**src/hw/camera_settings.svh**
```systemverilog
////////////////////////////////////////////////////////////
// Fixed crop window and image buffer depth.
// The window corners are inclusive; a 16 x 16 window is
// 256 pixels, which is what METER_SHIFT and BUFFER_WORDS expect
////////////////////////////////////////////////////////////

`ifndef CAMERA_SETTINGS_SVH
`define CAMERA_SETTINGS_SVH

`define CROP_X_START 4
`define CROP_X_END 19
`define CROP_Y_START 2
`define CROP_Y_END 17

`define METER_SHIFT 8 // log2 of window pixel count

`define BUFFER_WORDS 64

`endif
```
**src/hw/camera_pkg.sv**
```systemverilog
////////////////////////////////////////////////////////////
// Types shared by the camera receive path
////////////////////////////////////////////////////////////

package camera_pkg;

    typedef logic [9:0] pixel_t;      // Raw Bayer sample
    typedef logic [7:0] byte_t;
    typedef logic [31:0] word_t;      // Four stored pixels
    typedef logic [5:0] word_addr_t;
    typedef logic [15:0] byte_addr_t;
    typedef logic [10:0] coord_t;

    typedef enum logic [1:0] {
        REG_IDLE, REG_ADDR_HI, REG_ADDR_LO, REG_READ_WAIT
    } reg_state_t;

    typedef enum logic [1:0] {
        CAP_IDLE, CAP_ARMED, CAP_CAPTURING, CAP_DONE
    } capture_state_t;

endpackage

```
**src/hw/camera.sv**
```systemverilog
////////////////////////////////////////////////////////////
// Camera receive top. Single clock domain; the pixel
// stream comes from a byte to pixel converter upstream
////////////////////////////////////////////////////////////

`timescale 1ns/1ps

module camera import camera_pkg::*; (
    input logic mipi_byte_clock,
    input logic mipi_byte_reset_n,
    input pixel_t pixel_data_i,
    input logic line_valid_i,
    input logic frame_valid_i,
    input byte_t op_code_i,
    input logic op_code_valid_i,
    input byte_t operand_i,
    input logic operand_valid_i,
    output byte_t response_o,
    output logic response_valid_o
);

pixel_t cropped_data;
logic cropped_line_valid, cropped_frame_valid;
byte_t metering_value;
logic metering_ready, start_capture;
logic write_request, image_ready, read_request, read_valid;
word_addr_t write_address, ram_address;
word_t write_data, ram_write_data, ram_read_data;
byte_addr_t image_size, read_address;
byte_t read_data;
logic ram_write_enable;

crop crop (
    .mipi_byte_clock, .mipi_byte_reset_n, .pixel_data_i, .line_valid_i, .frame_valid_i,
    .cropped_data_o(cropped_data), .line_valid_o(cropped_line_valid),
    .frame_valid_o(cropped_frame_valid)
);

metering metering (
    .mipi_byte_clock, .mipi_byte_reset_n, .data_i(cropped_data),
    .line_valid_i(cropped_line_valid), .frame_valid_i(cropped_frame_valid),
    .metering_o(metering_value), .metering_ready_o(metering_ready)
);

capture_writer capture_writer (
    .mipi_byte_clock, .mipi_byte_reset_n, .data_i(cropped_data),
    .line_valid_i(cropped_line_valid), .frame_valid_i(cropped_frame_valid),
    .start_capture_i(start_capture), .write_request_o(write_request),
    .write_address_o(write_address), .write_data_o(write_data),
    .image_ready_o(image_ready), .image_size_o(image_size)
);

camera_registers camera_registers (
    .mipi_byte_clock, .mipi_byte_reset_n, .op_code_i, .op_code_valid_i, .operand_i,
    .operand_valid_i, .response_o, .response_valid_o, .start_capture_o(start_capture),
    .image_ready_i(image_ready), .image_size_i(image_size), .metering_i(metering_value),
    .metering_ready_i(metering_ready), .read_request_o(read_request),
    .read_address_o(read_address), .read_data_i(read_data), .read_valid_i(read_valid)
);

buffer_arbiter buffer_arbiter (
    .mipi_byte_clock, .mipi_byte_reset_n, .write_request_i(write_request),
    .write_address_i(write_address), .write_data_i(write_data),
    .read_request_i(read_request), .read_address_i(read_address),
    .read_data_o(read_data), .read_valid_o(read_valid),
    .ram_write_enable_o(ram_write_enable), .ram_address_o(ram_address),
    .ram_write_data_o(ram_write_data), .ram_read_data_i(ram_read_data)
);

image_buffer image_buffer (
    .mipi_byte_clock, .write_enable_i(ram_write_enable), .address_i(ram_address),
    .write_data_i(ram_write_data), .read_data_o(ram_read_data)
);

endmodule

```
**src/hw/image_buffer.sv**
```systemverilog
////////////////////////////////////////////////////////////
// Single port word RAM, registered read.
// A read of the word being written returns the old value
////////////////////////////////////////////////////////////

`timescale 1ns/1ps
`include "camera_settings.svh"

module image_buffer import camera_pkg::*; (
    input logic mipi_byte_clock,
    input logic write_enable_i,
    input word_addr_t address_i,
    input word_t write_data_i,
    output word_t read_data_o
);

word_t memory [`BUFFER_WORDS];

always_ff @(posedge mipi_byte_clock) begin
    if (write_enable_i) begin
        memory[address_i] <= write_data_i;
    end
    read_data_o <= memory[address_i];
end

endmodule

```
**src/hw/buffer_arbiter.sv**
```systemverilog
////////////////////////////////////////////////////////////
// Shares the image buffer between writer and reader.
// Writes always win; a read waits for the next free cycle.
// The reader must drop its request after read_valid_o
////////////////////////////////////////////////////////////

`timescale 1ns/1ps

module buffer_arbiter import camera_pkg::*; (
    input logic mipi_byte_clock,
    input logic mipi_byte_reset_n,
    input logic write_request_i,
    input word_addr_t write_address_i,
    input word_t write_data_i,
    input logic read_request_i,
    input byte_addr_t read_address_i,
    output byte_t read_data_o,
    output logic read_valid_o,
    output logic ram_write_enable_o,
    output word_addr_t ram_address_o,
    output word_t ram_write_data_o,
    input word_t ram_read_data_i
);

logic read_pending;  // Granted and not yet answered
logic read_granted;  // RAM data arrives this cycle
logic read_grant;
logic [1:0] read_lane;

assign read_grant = read_request_i && !read_pending && !write_request_i;

assign ram_write_enable_o = write_request_i;
assign ram_write_data_o = write_data_i;
assign ram_address_o = write_request_i ? write_address_i : word_addr_t'(read_address_i >> 2);

always_ff @(posedge mipi_byte_clock or negedge mipi_byte_reset_n) begin
    if (!mipi_byte_reset_n) begin
        read_pending <= 1'b0;
        read_granted <= 1'b0;
        read_valid_o <= 1'b0;
    end else begin
        read_granted <= read_grant;
        read_valid_o <= read_granted;
        if (read_grant) read_pending <= 1'b1;
        else if (read_valid_o) read_pending <= 1'b0;
    end
end

always_ff @(posedge mipi_byte_clock) begin
    if (read_grant) read_lane <= read_address_i[1:0];
    if (read_granted) read_data_o <= ram_read_data_i[read_lane*8 +: 8];
end

endmodule

```
**src/hw/camera_registers.sv**
```systemverilog
////////////////////////////////////////////////////////////
// Byte command decoder. Only one command runs at a time;
// op codes arriving while busy are dropped
////////////////////////////////////////////////////////////

`timescale 1ns/1ps

module camera_registers import camera_pkg::*; (
    input logic mipi_byte_clock,
    input logic mipi_byte_reset_n,
    input byte_t op_code_i,
    input logic op_code_valid_i,
    input byte_t operand_i,
    input logic operand_valid_i,
    output byte_t response_o,
    output logic response_valid_o,
    output logic start_capture_o,
    input logic image_ready_i,
    input byte_addr_t image_size_i,
    input byte_t metering_i,
    input logic metering_ready_i,
    output logic read_request_o,
    output byte_addr_t read_address_o,
    input byte_t read_data_i,
    input logic read_valid_i
);

localparam byte_t OP_START_CAPTURE = 8'h10;
localparam byte_t OP_STATUS = 8'h11;
localparam byte_t OP_SIZE_LO = 8'h12;
localparam byte_t OP_SIZE_HI = 8'h13;
localparam byte_t OP_SET_ADDRESS = 8'h20;
localparam byte_t OP_READ_BYTE = 8'h22;
localparam byte_t OP_METERING = 8'h30;

reg_state_t state;
byte_t metering_latch;

always_ff @(posedge mipi_byte_clock or negedge mipi_byte_reset_n) begin
    if (!mipi_byte_reset_n) begin
        state <= REG_IDLE;
        response_o <= '0;
        response_valid_o <= 1'b0;
        start_capture_o <= 1'b0;
        read_request_o <= 1'b0;
        read_address_o <= '0;
        metering_latch <= '0;
    end else begin
        response_valid_o <= 1'b0;
        start_capture_o <= 1'b0;
        if (metering_ready_i) metering_latch <= metering_i;

        case (state)
            REG_IDLE: if (op_code_valid_i) begin
                case (op_code_i)
                    OP_START_CAPTURE: start_capture_o <= 1'b1;
                    OP_STATUS: begin
                        response_o <= {7'd0, image_ready_i};
                        response_valid_o <= 1'b1;
                    end
                    OP_SIZE_LO: begin
                        response_o <= image_size_i[7:0];
                        response_valid_o <= 1'b1;
                    end
                    OP_SIZE_HI: begin
                        response_o <= image_size_i[15:8];
                        response_valid_o <= 1'b1;
                    end
                    OP_SET_ADDRESS: state <= REG_ADDR_HI;
                    OP_READ_BYTE: begin
                        read_request_o <= 1'b1; // Held until the arbiter answers
                        state <= REG_READ_WAIT;
                    end
                    OP_METERING: begin
                        response_o <= metering_latch;
                        response_valid_o <= 1'b1;
                    end
                    default: ;
                endcase
            end
            REG_ADDR_HI: if (operand_valid_i) begin
                read_address_o[15:8] <= operand_i;
                state <= REG_ADDR_LO;
            end
            REG_ADDR_LO: if (operand_valid_i) begin
                read_address_o[7:0] <= operand_i;
                state <= REG_IDLE;
            end
            REG_READ_WAIT: if (read_valid_i) begin
                read_request_o <= 1'b0;
                response_o <= read_data_i;
                response_valid_o <= 1'b1;
                read_address_o <= read_address_o + 1'b1; // Auto increment
                state <= REG_IDLE;
            end
            default: state <= REG_IDLE;
        endcase
    end
end

endmodule

```
**src/hw/capture_writer.sv**
```systemverilog
////////////////////////////////////////////////////////////
// Captures one whole frame after each start command.
// A trailing partial word is dropped and not counted.
// Addresses wrap past the buffer depth
////////////////////////////////////////////////////////////

`timescale 1ns/1ps

module capture_writer import camera_pkg::*; (
    input logic mipi_byte_clock,
    input logic mipi_byte_reset_n,
    input pixel_t data_i,
    input logic line_valid_i,
    input logic frame_valid_i,
    input logic start_capture_i,
    output logic write_request_o,
    output word_addr_t write_address_o,
    output word_t write_data_o,
    output logic image_ready_o,
    output byte_addr_t image_size_o
);

capture_state_t state;
byte_addr_t byte_count;
logic [23:0] pack_word; // Pixels 0 to 2 of the current word
logic frame_valid_prev;
logic frame_start;
logic capturing;
byte_t pixel_byte;

assign pixel_byte = data_i[9:2];
assign frame_start = frame_valid_i && !frame_valid_prev;
assign capturing = line_valid_i &&
    (state == CAP_CAPTURING || (state == CAP_ARMED && frame_start));

always_ff @(posedge mipi_byte_clock or negedge mipi_byte_reset_n) begin
    if (!mipi_byte_reset_n) begin
        state <= CAP_IDLE;
        byte_count <= '0;
        frame_valid_prev <= 1'b0;
        write_request_o <= 1'b0;
        image_ready_o <= 1'b0;
        image_size_o <= '0;
    end else begin
        frame_valid_prev <= frame_valid_i;
        write_request_o <= capturing && (byte_count[1:0] == 2'd3);
        if (start_capture_i) begin
            state <= CAP_ARMED;
            byte_count <= '0;
            image_ready_o <= 1'b0;
            image_size_o <= '0;
        end else begin
            case (state)
                CAP_ARMED: if (frame_start) state <= CAP_CAPTURING;
                CAP_CAPTURING: if (frame_valid_prev && !frame_valid_i) begin
                    state <= CAP_DONE;
                    image_ready_o <= 1'b1;
                    image_size_o <= {byte_count[15:2], 2'b00}; // Whole words only
                end
                default: ;
            endcase
            if (capturing) byte_count <= byte_count + 1'b1;
        end
    end
end

always_ff @(posedge mipi_byte_clock) begin
    if (capturing) begin
        if (byte_count[1:0] == 2'd3) begin
            write_data_o <= {pixel_byte, pack_word};
            write_address_o <= word_addr_t'(byte_count >> 2);
        end else begin
            pack_word[byte_count[1:0]*8 +: 8] <= pixel_byte;
        end
    end
end

endmodule

```
**src/hw/metering.sv**
```systemverilog
////////////////////////////////////////////////////////////
// Average brightness of the upper 8 bits per frame.
// The sum is sized for a window of 2**METER_SHIFT pixels
////////////////////////////////////////////////////////////

`timescale 1ns/1ps
`include "camera_settings.svh"

module metering import camera_pkg::*; (
    input logic mipi_byte_clock,
    input logic mipi_byte_reset_n,
    input pixel_t data_i,
    input logic line_valid_i,
    input logic frame_valid_i,
    output byte_t metering_o,
    output logic metering_ready_o
);

localparam int SUM_WIDTH = 8 + `METER_SHIFT;

logic [SUM_WIDTH-1:0] sum;
logic frame_valid_prev;
logic frame_end;
byte_t pixel_byte;

assign pixel_byte = data_i[9:2];
assign frame_end = frame_valid_prev && !frame_valid_i;

always_ff @(posedge mipi_byte_clock or negedge mipi_byte_reset_n) begin
    if (!mipi_byte_reset_n) begin
        sum <= '0;
        frame_valid_prev <= 1'b0;
        metering_ready_o <= 1'b0;
        metering_o <= '0;
    end else begin
        frame_valid_prev <= frame_valid_i;
        metering_ready_o <= frame_end;
        if (frame_end) metering_o <= byte_t'(sum >> `METER_SHIFT);

        if (!frame_valid_i) sum <= '0; // Restart between frames
        else if (line_valid_i) sum <= sum + SUM_WIDTH'(pixel_byte);
    end
end

endmodule

```
**src/hw/crop.sv**
```systemverilog
////////////////////////////////////////////////////////////
// Fixed window crop. Output lags input by one cycle.
// Rows are counted on falling line valid
////////////////////////////////////////////////////////////

`timescale 1ns/1ps
`include "camera_settings.svh"

module crop import camera_pkg::*; (
    input logic mipi_byte_clock,
    input logic mipi_byte_reset_n,
    input pixel_t pixel_data_i,
    input logic line_valid_i,
    input logic frame_valid_i,
    output pixel_t cropped_data_o,
    output logic line_valid_o,
    output logic frame_valid_o
);

coord_t x_count;
coord_t y_count;
logic line_valid_prev;
logic row_in_window;
logic column_in_window;

assign row_in_window = (y_count >= (`CROP_Y_START)) && (y_count <= (`CROP_Y_END));
assign column_in_window = (x_count >= (`CROP_X_START)) && (x_count <= (`CROP_X_END));

always_ff @(posedge mipi_byte_clock or negedge mipi_byte_reset_n) begin
    if (!mipi_byte_reset_n) begin
        x_count <= '0;
        y_count <= '0;
        line_valid_prev <= 1'b0;
        line_valid_o <= 1'b0;
        frame_valid_o <= 1'b0;
    end else begin
        line_valid_prev <= line_valid_i;
        x_count <= line_valid_i ? x_count + 1'b1 : '0;
        if (!frame_valid_i) y_count <= '0;
        else if (line_valid_prev && !line_valid_i) y_count <= y_count + 1'b1; // End of row

        line_valid_o <= line_valid_i && row_in_window && column_in_window;
        frame_valid_o <= frame_valid_i && row_in_window;
    end
end

always_ff @(posedge mipi_byte_clock) begin
    cropped_data_o <= pixel_data_i;
end

endmodule

```
**config.mk**
```make
export PLATFORM = sky130hd
export DESIGN_NAME = camera
export DESIGN_NICKNAME = d
export VERILOG_FILES = /design/src/hw/camera_pkg.sv /design/src/hw/camera.sv /design/src/hw/image_buffer.sv /design/src/hw/buffer_arbiter.sv /design/src/hw/camera_registers.sv /design/src/hw/capture_writer.sv /design/src/hw/metering.sv /design/src/hw/crop.sv
export VERILOG_INCLUDE_DIRS = /design/src /design/src/hw
export SDC_FILE = /design/constraint.sdc
export NUM_CORES = 2
export LEC_CHECK = 0
export BUFFER_PORTS_ARGS = -buffer_cell sky130_fd_sc_hd__buf_2
export CORE_AREA = 4 4 471 473
export CTS_BUF_LIST = sky130_fd_sc_hd__clkbuf_4 sky130_fd_sc_hd__clkbuf_8
export CTS_CLUSTER_SIZE = 24
export DETAILED_ROUTE_END_ITERATION = 12
export DIE_AREA = 0 0 475 477
export PLACE_DENSITY = 0.52
export SYNTH_ARGS = -nofsm -noshare
export SYNTH_HDL_FRONTEND = slang
export SYNTH_HIERARCHICAL = 1
export SYNTH_SLANG_ARGS = --single-unit
```
**constraint.sdc**
```tcl
create_clock -name mipi_byte_clock -period 8.2 [get_ports mipi_byte_clock]
set_input_delay 0.41 -clock mipi_byte_clock [delete_from_list [all_inputs] [get_ports mipi_byte_clock]]
set_output_delay 0.41 -clock mipi_byte_clock [all_outputs]
set_load 0.05 [all_outputs]
```
==> flow_summary.toml <==
[final_layout]
final_layout_size_suffix_gt1_share_pct = 21.55
fin_area_sq_mm = 0.1003
syn_to_final_growth_pct = 13.56
layout.cells.non_filler = 8469
nFillCells = 18760
utilization_pct = 46.22
final_nets = 5378

[die]
die_area_sq_mm = 0.2266
fp-row-count = 171
die_h_um = 477
core_area_sq_mm = 0.2170
start_util_pct = 40.70
pin_count = 41
die_w_um = 475

[drt]
dr.pass1.iters = 7
ant_nets = 0
drc = 0
routedWlPerCell_um = 31.07
drt_iter0_drc = 5387
vias = 49700
viasPerCell = 5.868
routed_wl_um = 263200

[pwr]
power_density_mw_per_mm2 = 302.9
switchingPower_mw = 10.06
ir_worst_vdd_mv = 0.2470
p_seq_share_pct = 42.4
p_leak_nw = 35.74
p_total_mw = 30.37
p_clk_share_pct = 32.2
combPwrFrac_pct = 25.5
intPower_mw = 20.31
switching_share_pct = 33.13

[global_route]
grt_start_max_net_pins = 124
grt_pass1_vias = 49190
track_usage_pct = 22.87
antenna_found_initial = 17
gr-total-overflow = 0
grt_first_pass_wirelength_um = 371400

[sta]
tightest_slew_ns = 1.387
setup_viol = 0
final_hold_viol_count = 0
setup_tns_ns = 0
max-slew-margin-rel_pct = 7.545
rsz0062_at_grt = "false"
slew_violations = 0
max_clock_freq_mhz = 190.3
fin_skew_ns = 0.1128
fin_crit_sh_pct = 64.08
post-route-min-period_ns = 5.254

[run]
drv_cap = 0

[status]
run_status = "complete, no violations"

[critical_path]
rr_endpoint = "image_buffer/read_data_o[14]"
start_kind = "register"
cp.arrival_ns = 6.16
cp.required_ns = 9.11
worst_r2r_path_depth = 9
crit_type = "reg2reg"
endpoint_kind = "register"
crit_fanout = 86
r2r-start = "capture_writer/write_request_o"
reg2reg_slack_ns = 2.95

[worst_hold_path]
min_from = "op_code_i[7]"
hp-class = "in2reg"
min_path_cells = 5
min_to = "camera_registers/response_o[7]"

[clock_tree]
cts_sinks = 2278
cts_tree = "built"
cts_made_buffers = 390
insertion_delay_ns = 1.08
cts-root-buf = "clkbuf_8"
clk_pin_slew_ns = 0.06
cts-resized-gates = 0
clock_path_buffers = 4
cts_setup_buffers = 0
htreeDepth = 5

[placement]
place_inst = 7732
postPlaceCellArea_sq_mm = 0.09243
io_buffers = 38
dp_hpwl_um = 146100
place_congestion = 0.8933

[yosys]
yosysWarningCount = 6
syn_area_sq_mm = 0.08831
syn-instance-count = 5022
post_synth.cell_area_avg_sq_um = 17.58
[repair_timing]
action | in CTS | in global routing
endpoints found under the setup margin | 0 | 0
hold buffers | 51 | 0
hold endpoints to repair | 97 | 0
[area by class of cell]
type                            instances  area (sq um)  area share [%]
Antenna cell                           14         35.03         0.03494
Clock buffer                          558          6748           6.729
Clock inverter                        114         536.8          0.5353
Inverter                               35         138.9          0.1385
Multi-Input combinational cell       2351         19680           19.63
Sequential cell                      2278         67410           67.23
Tap cell                             2854          3571           3.561
Timing Repair Buffer                  265          2155           2.149
[routing by layer]
metal	global-route usage, %	wire, um	vias up
met5	0	17	-
met4	8.269	9339	2
met3	4.355	20020	364
met2	35.54	121700	2012
met1	32.21	112100	26190
li1	-	-	21130
[worst max-delay path, cell delays in order, from the launching register on]
cell and delay [ns]:
dfrtp_1 0.85, mux2_8 0.71, buf_12 0.46, nor2b_4 0.20, buf_4 0.41, a221o_1 0.41
o21ai_0 0.08, nand3_1 0.36, a2111oi_0 1.11, nand3_1 0.13
[worst max path at each step]
stage / cells after the start / to / from / slack [ns]
2_1_floorplan: 11 / image_buffer/memory[11][0] / capture_writer/write_request_o / 4.13
3_5_place_dp: 10 / image_buffer/read_data_o[2] / capture_writer/write_request_o / 2.96
6_report: 9 / image_buffer/read_data_o[14] / capture_writer/write_request_o / 2.95
3_3_place_gp: 10 / image_buffer/read_data_o[10] / capture_writer/write_request_o / 2.99
5_1_grt: 10 / image_buffer/read_data_o[10] / capture_writer/write_request_o / 2.58
4_1_cts: 10 / image_buffer/read_data_o[30] / capture_writer/write_request_o / 2.97
[through the flow]
stage / hold WS [ns] / worst slack, ns
global route: 0.1027 / 2.577
detailed placement: 0.4045 / 2.957
global placement: 0.4010 / 2.993
CTS: 0.02051 / 2.971
finish: 0.1522 / 2.946
floorplan: 0.1144 / 4.134
[state kept, by name, summed over array words and instances, names as in the netlist, 2 cells and up]
signal	flops
metering/sum	16
buffer_arbiter/read_lane	2
capture_writer/pack_word	24
buffer_arbiter/read_data_o	8
camera_registers/metering_latch	8
capture_writer/write_data_o	32
image_buffer/memory	2048
metering/metering_o	8
capture_writer/byte_count	16
capture_writer/image_size_o	14
camera_registers/read_address_o	8
image_buffer/read_data_o	32
camera_registers/response_o	8
crop/y_count	11
capture_writer/state	2
crop/x_count	11
capture_writer/write_address_o	6
camera_registers/state	2
crop/cropped_data_o	8
[power groups by stage]
stage,clock [mW],combinational (mW),sequential [mW]
6_report,9.77,7.73,12.9
5_1_grt,10.5,8.01,12.9
4_1_cts,9.97,7.69,12.9
3_5_place_dp,0,7.61,13.1
3_3_place_gp,0,7.60,13.1
2_1_floorplan,0,4.47,13.1
[placed cells by master (no fill, tap or decap), types with 16 or more instances in the layout]
cell type,count
a211oi_1,20
o21ai_0,125
dfrtp_1,118
mux2i_1,274
clkbuf_8,409
clkinv_2,19
nand2_1,90
or4_1,28
nand3_1,68
o22a_1,70
clkbuf_4,149
a221oi_1,175
mux2_2,184
a22oi_1,194
and2_1,28
and3_1,87
a21oi_1,164
a22o_1,68
a222oi_1,16
a31oi_1,46
mux4_2,104
nor2_1,100
dlygate4sd3_1,50
nor4_1,22
buf_4,168
inv_1,31
edfxtp_1,2120
clkinv_1,88
buf_2,37
ha_1,24
nand2b_1,39
dfxtp_1,40
a2111oi_0,17
o22ai_1,99
nor3_1,24
nor2_4,69
Power figures use the tool's default switching activity.
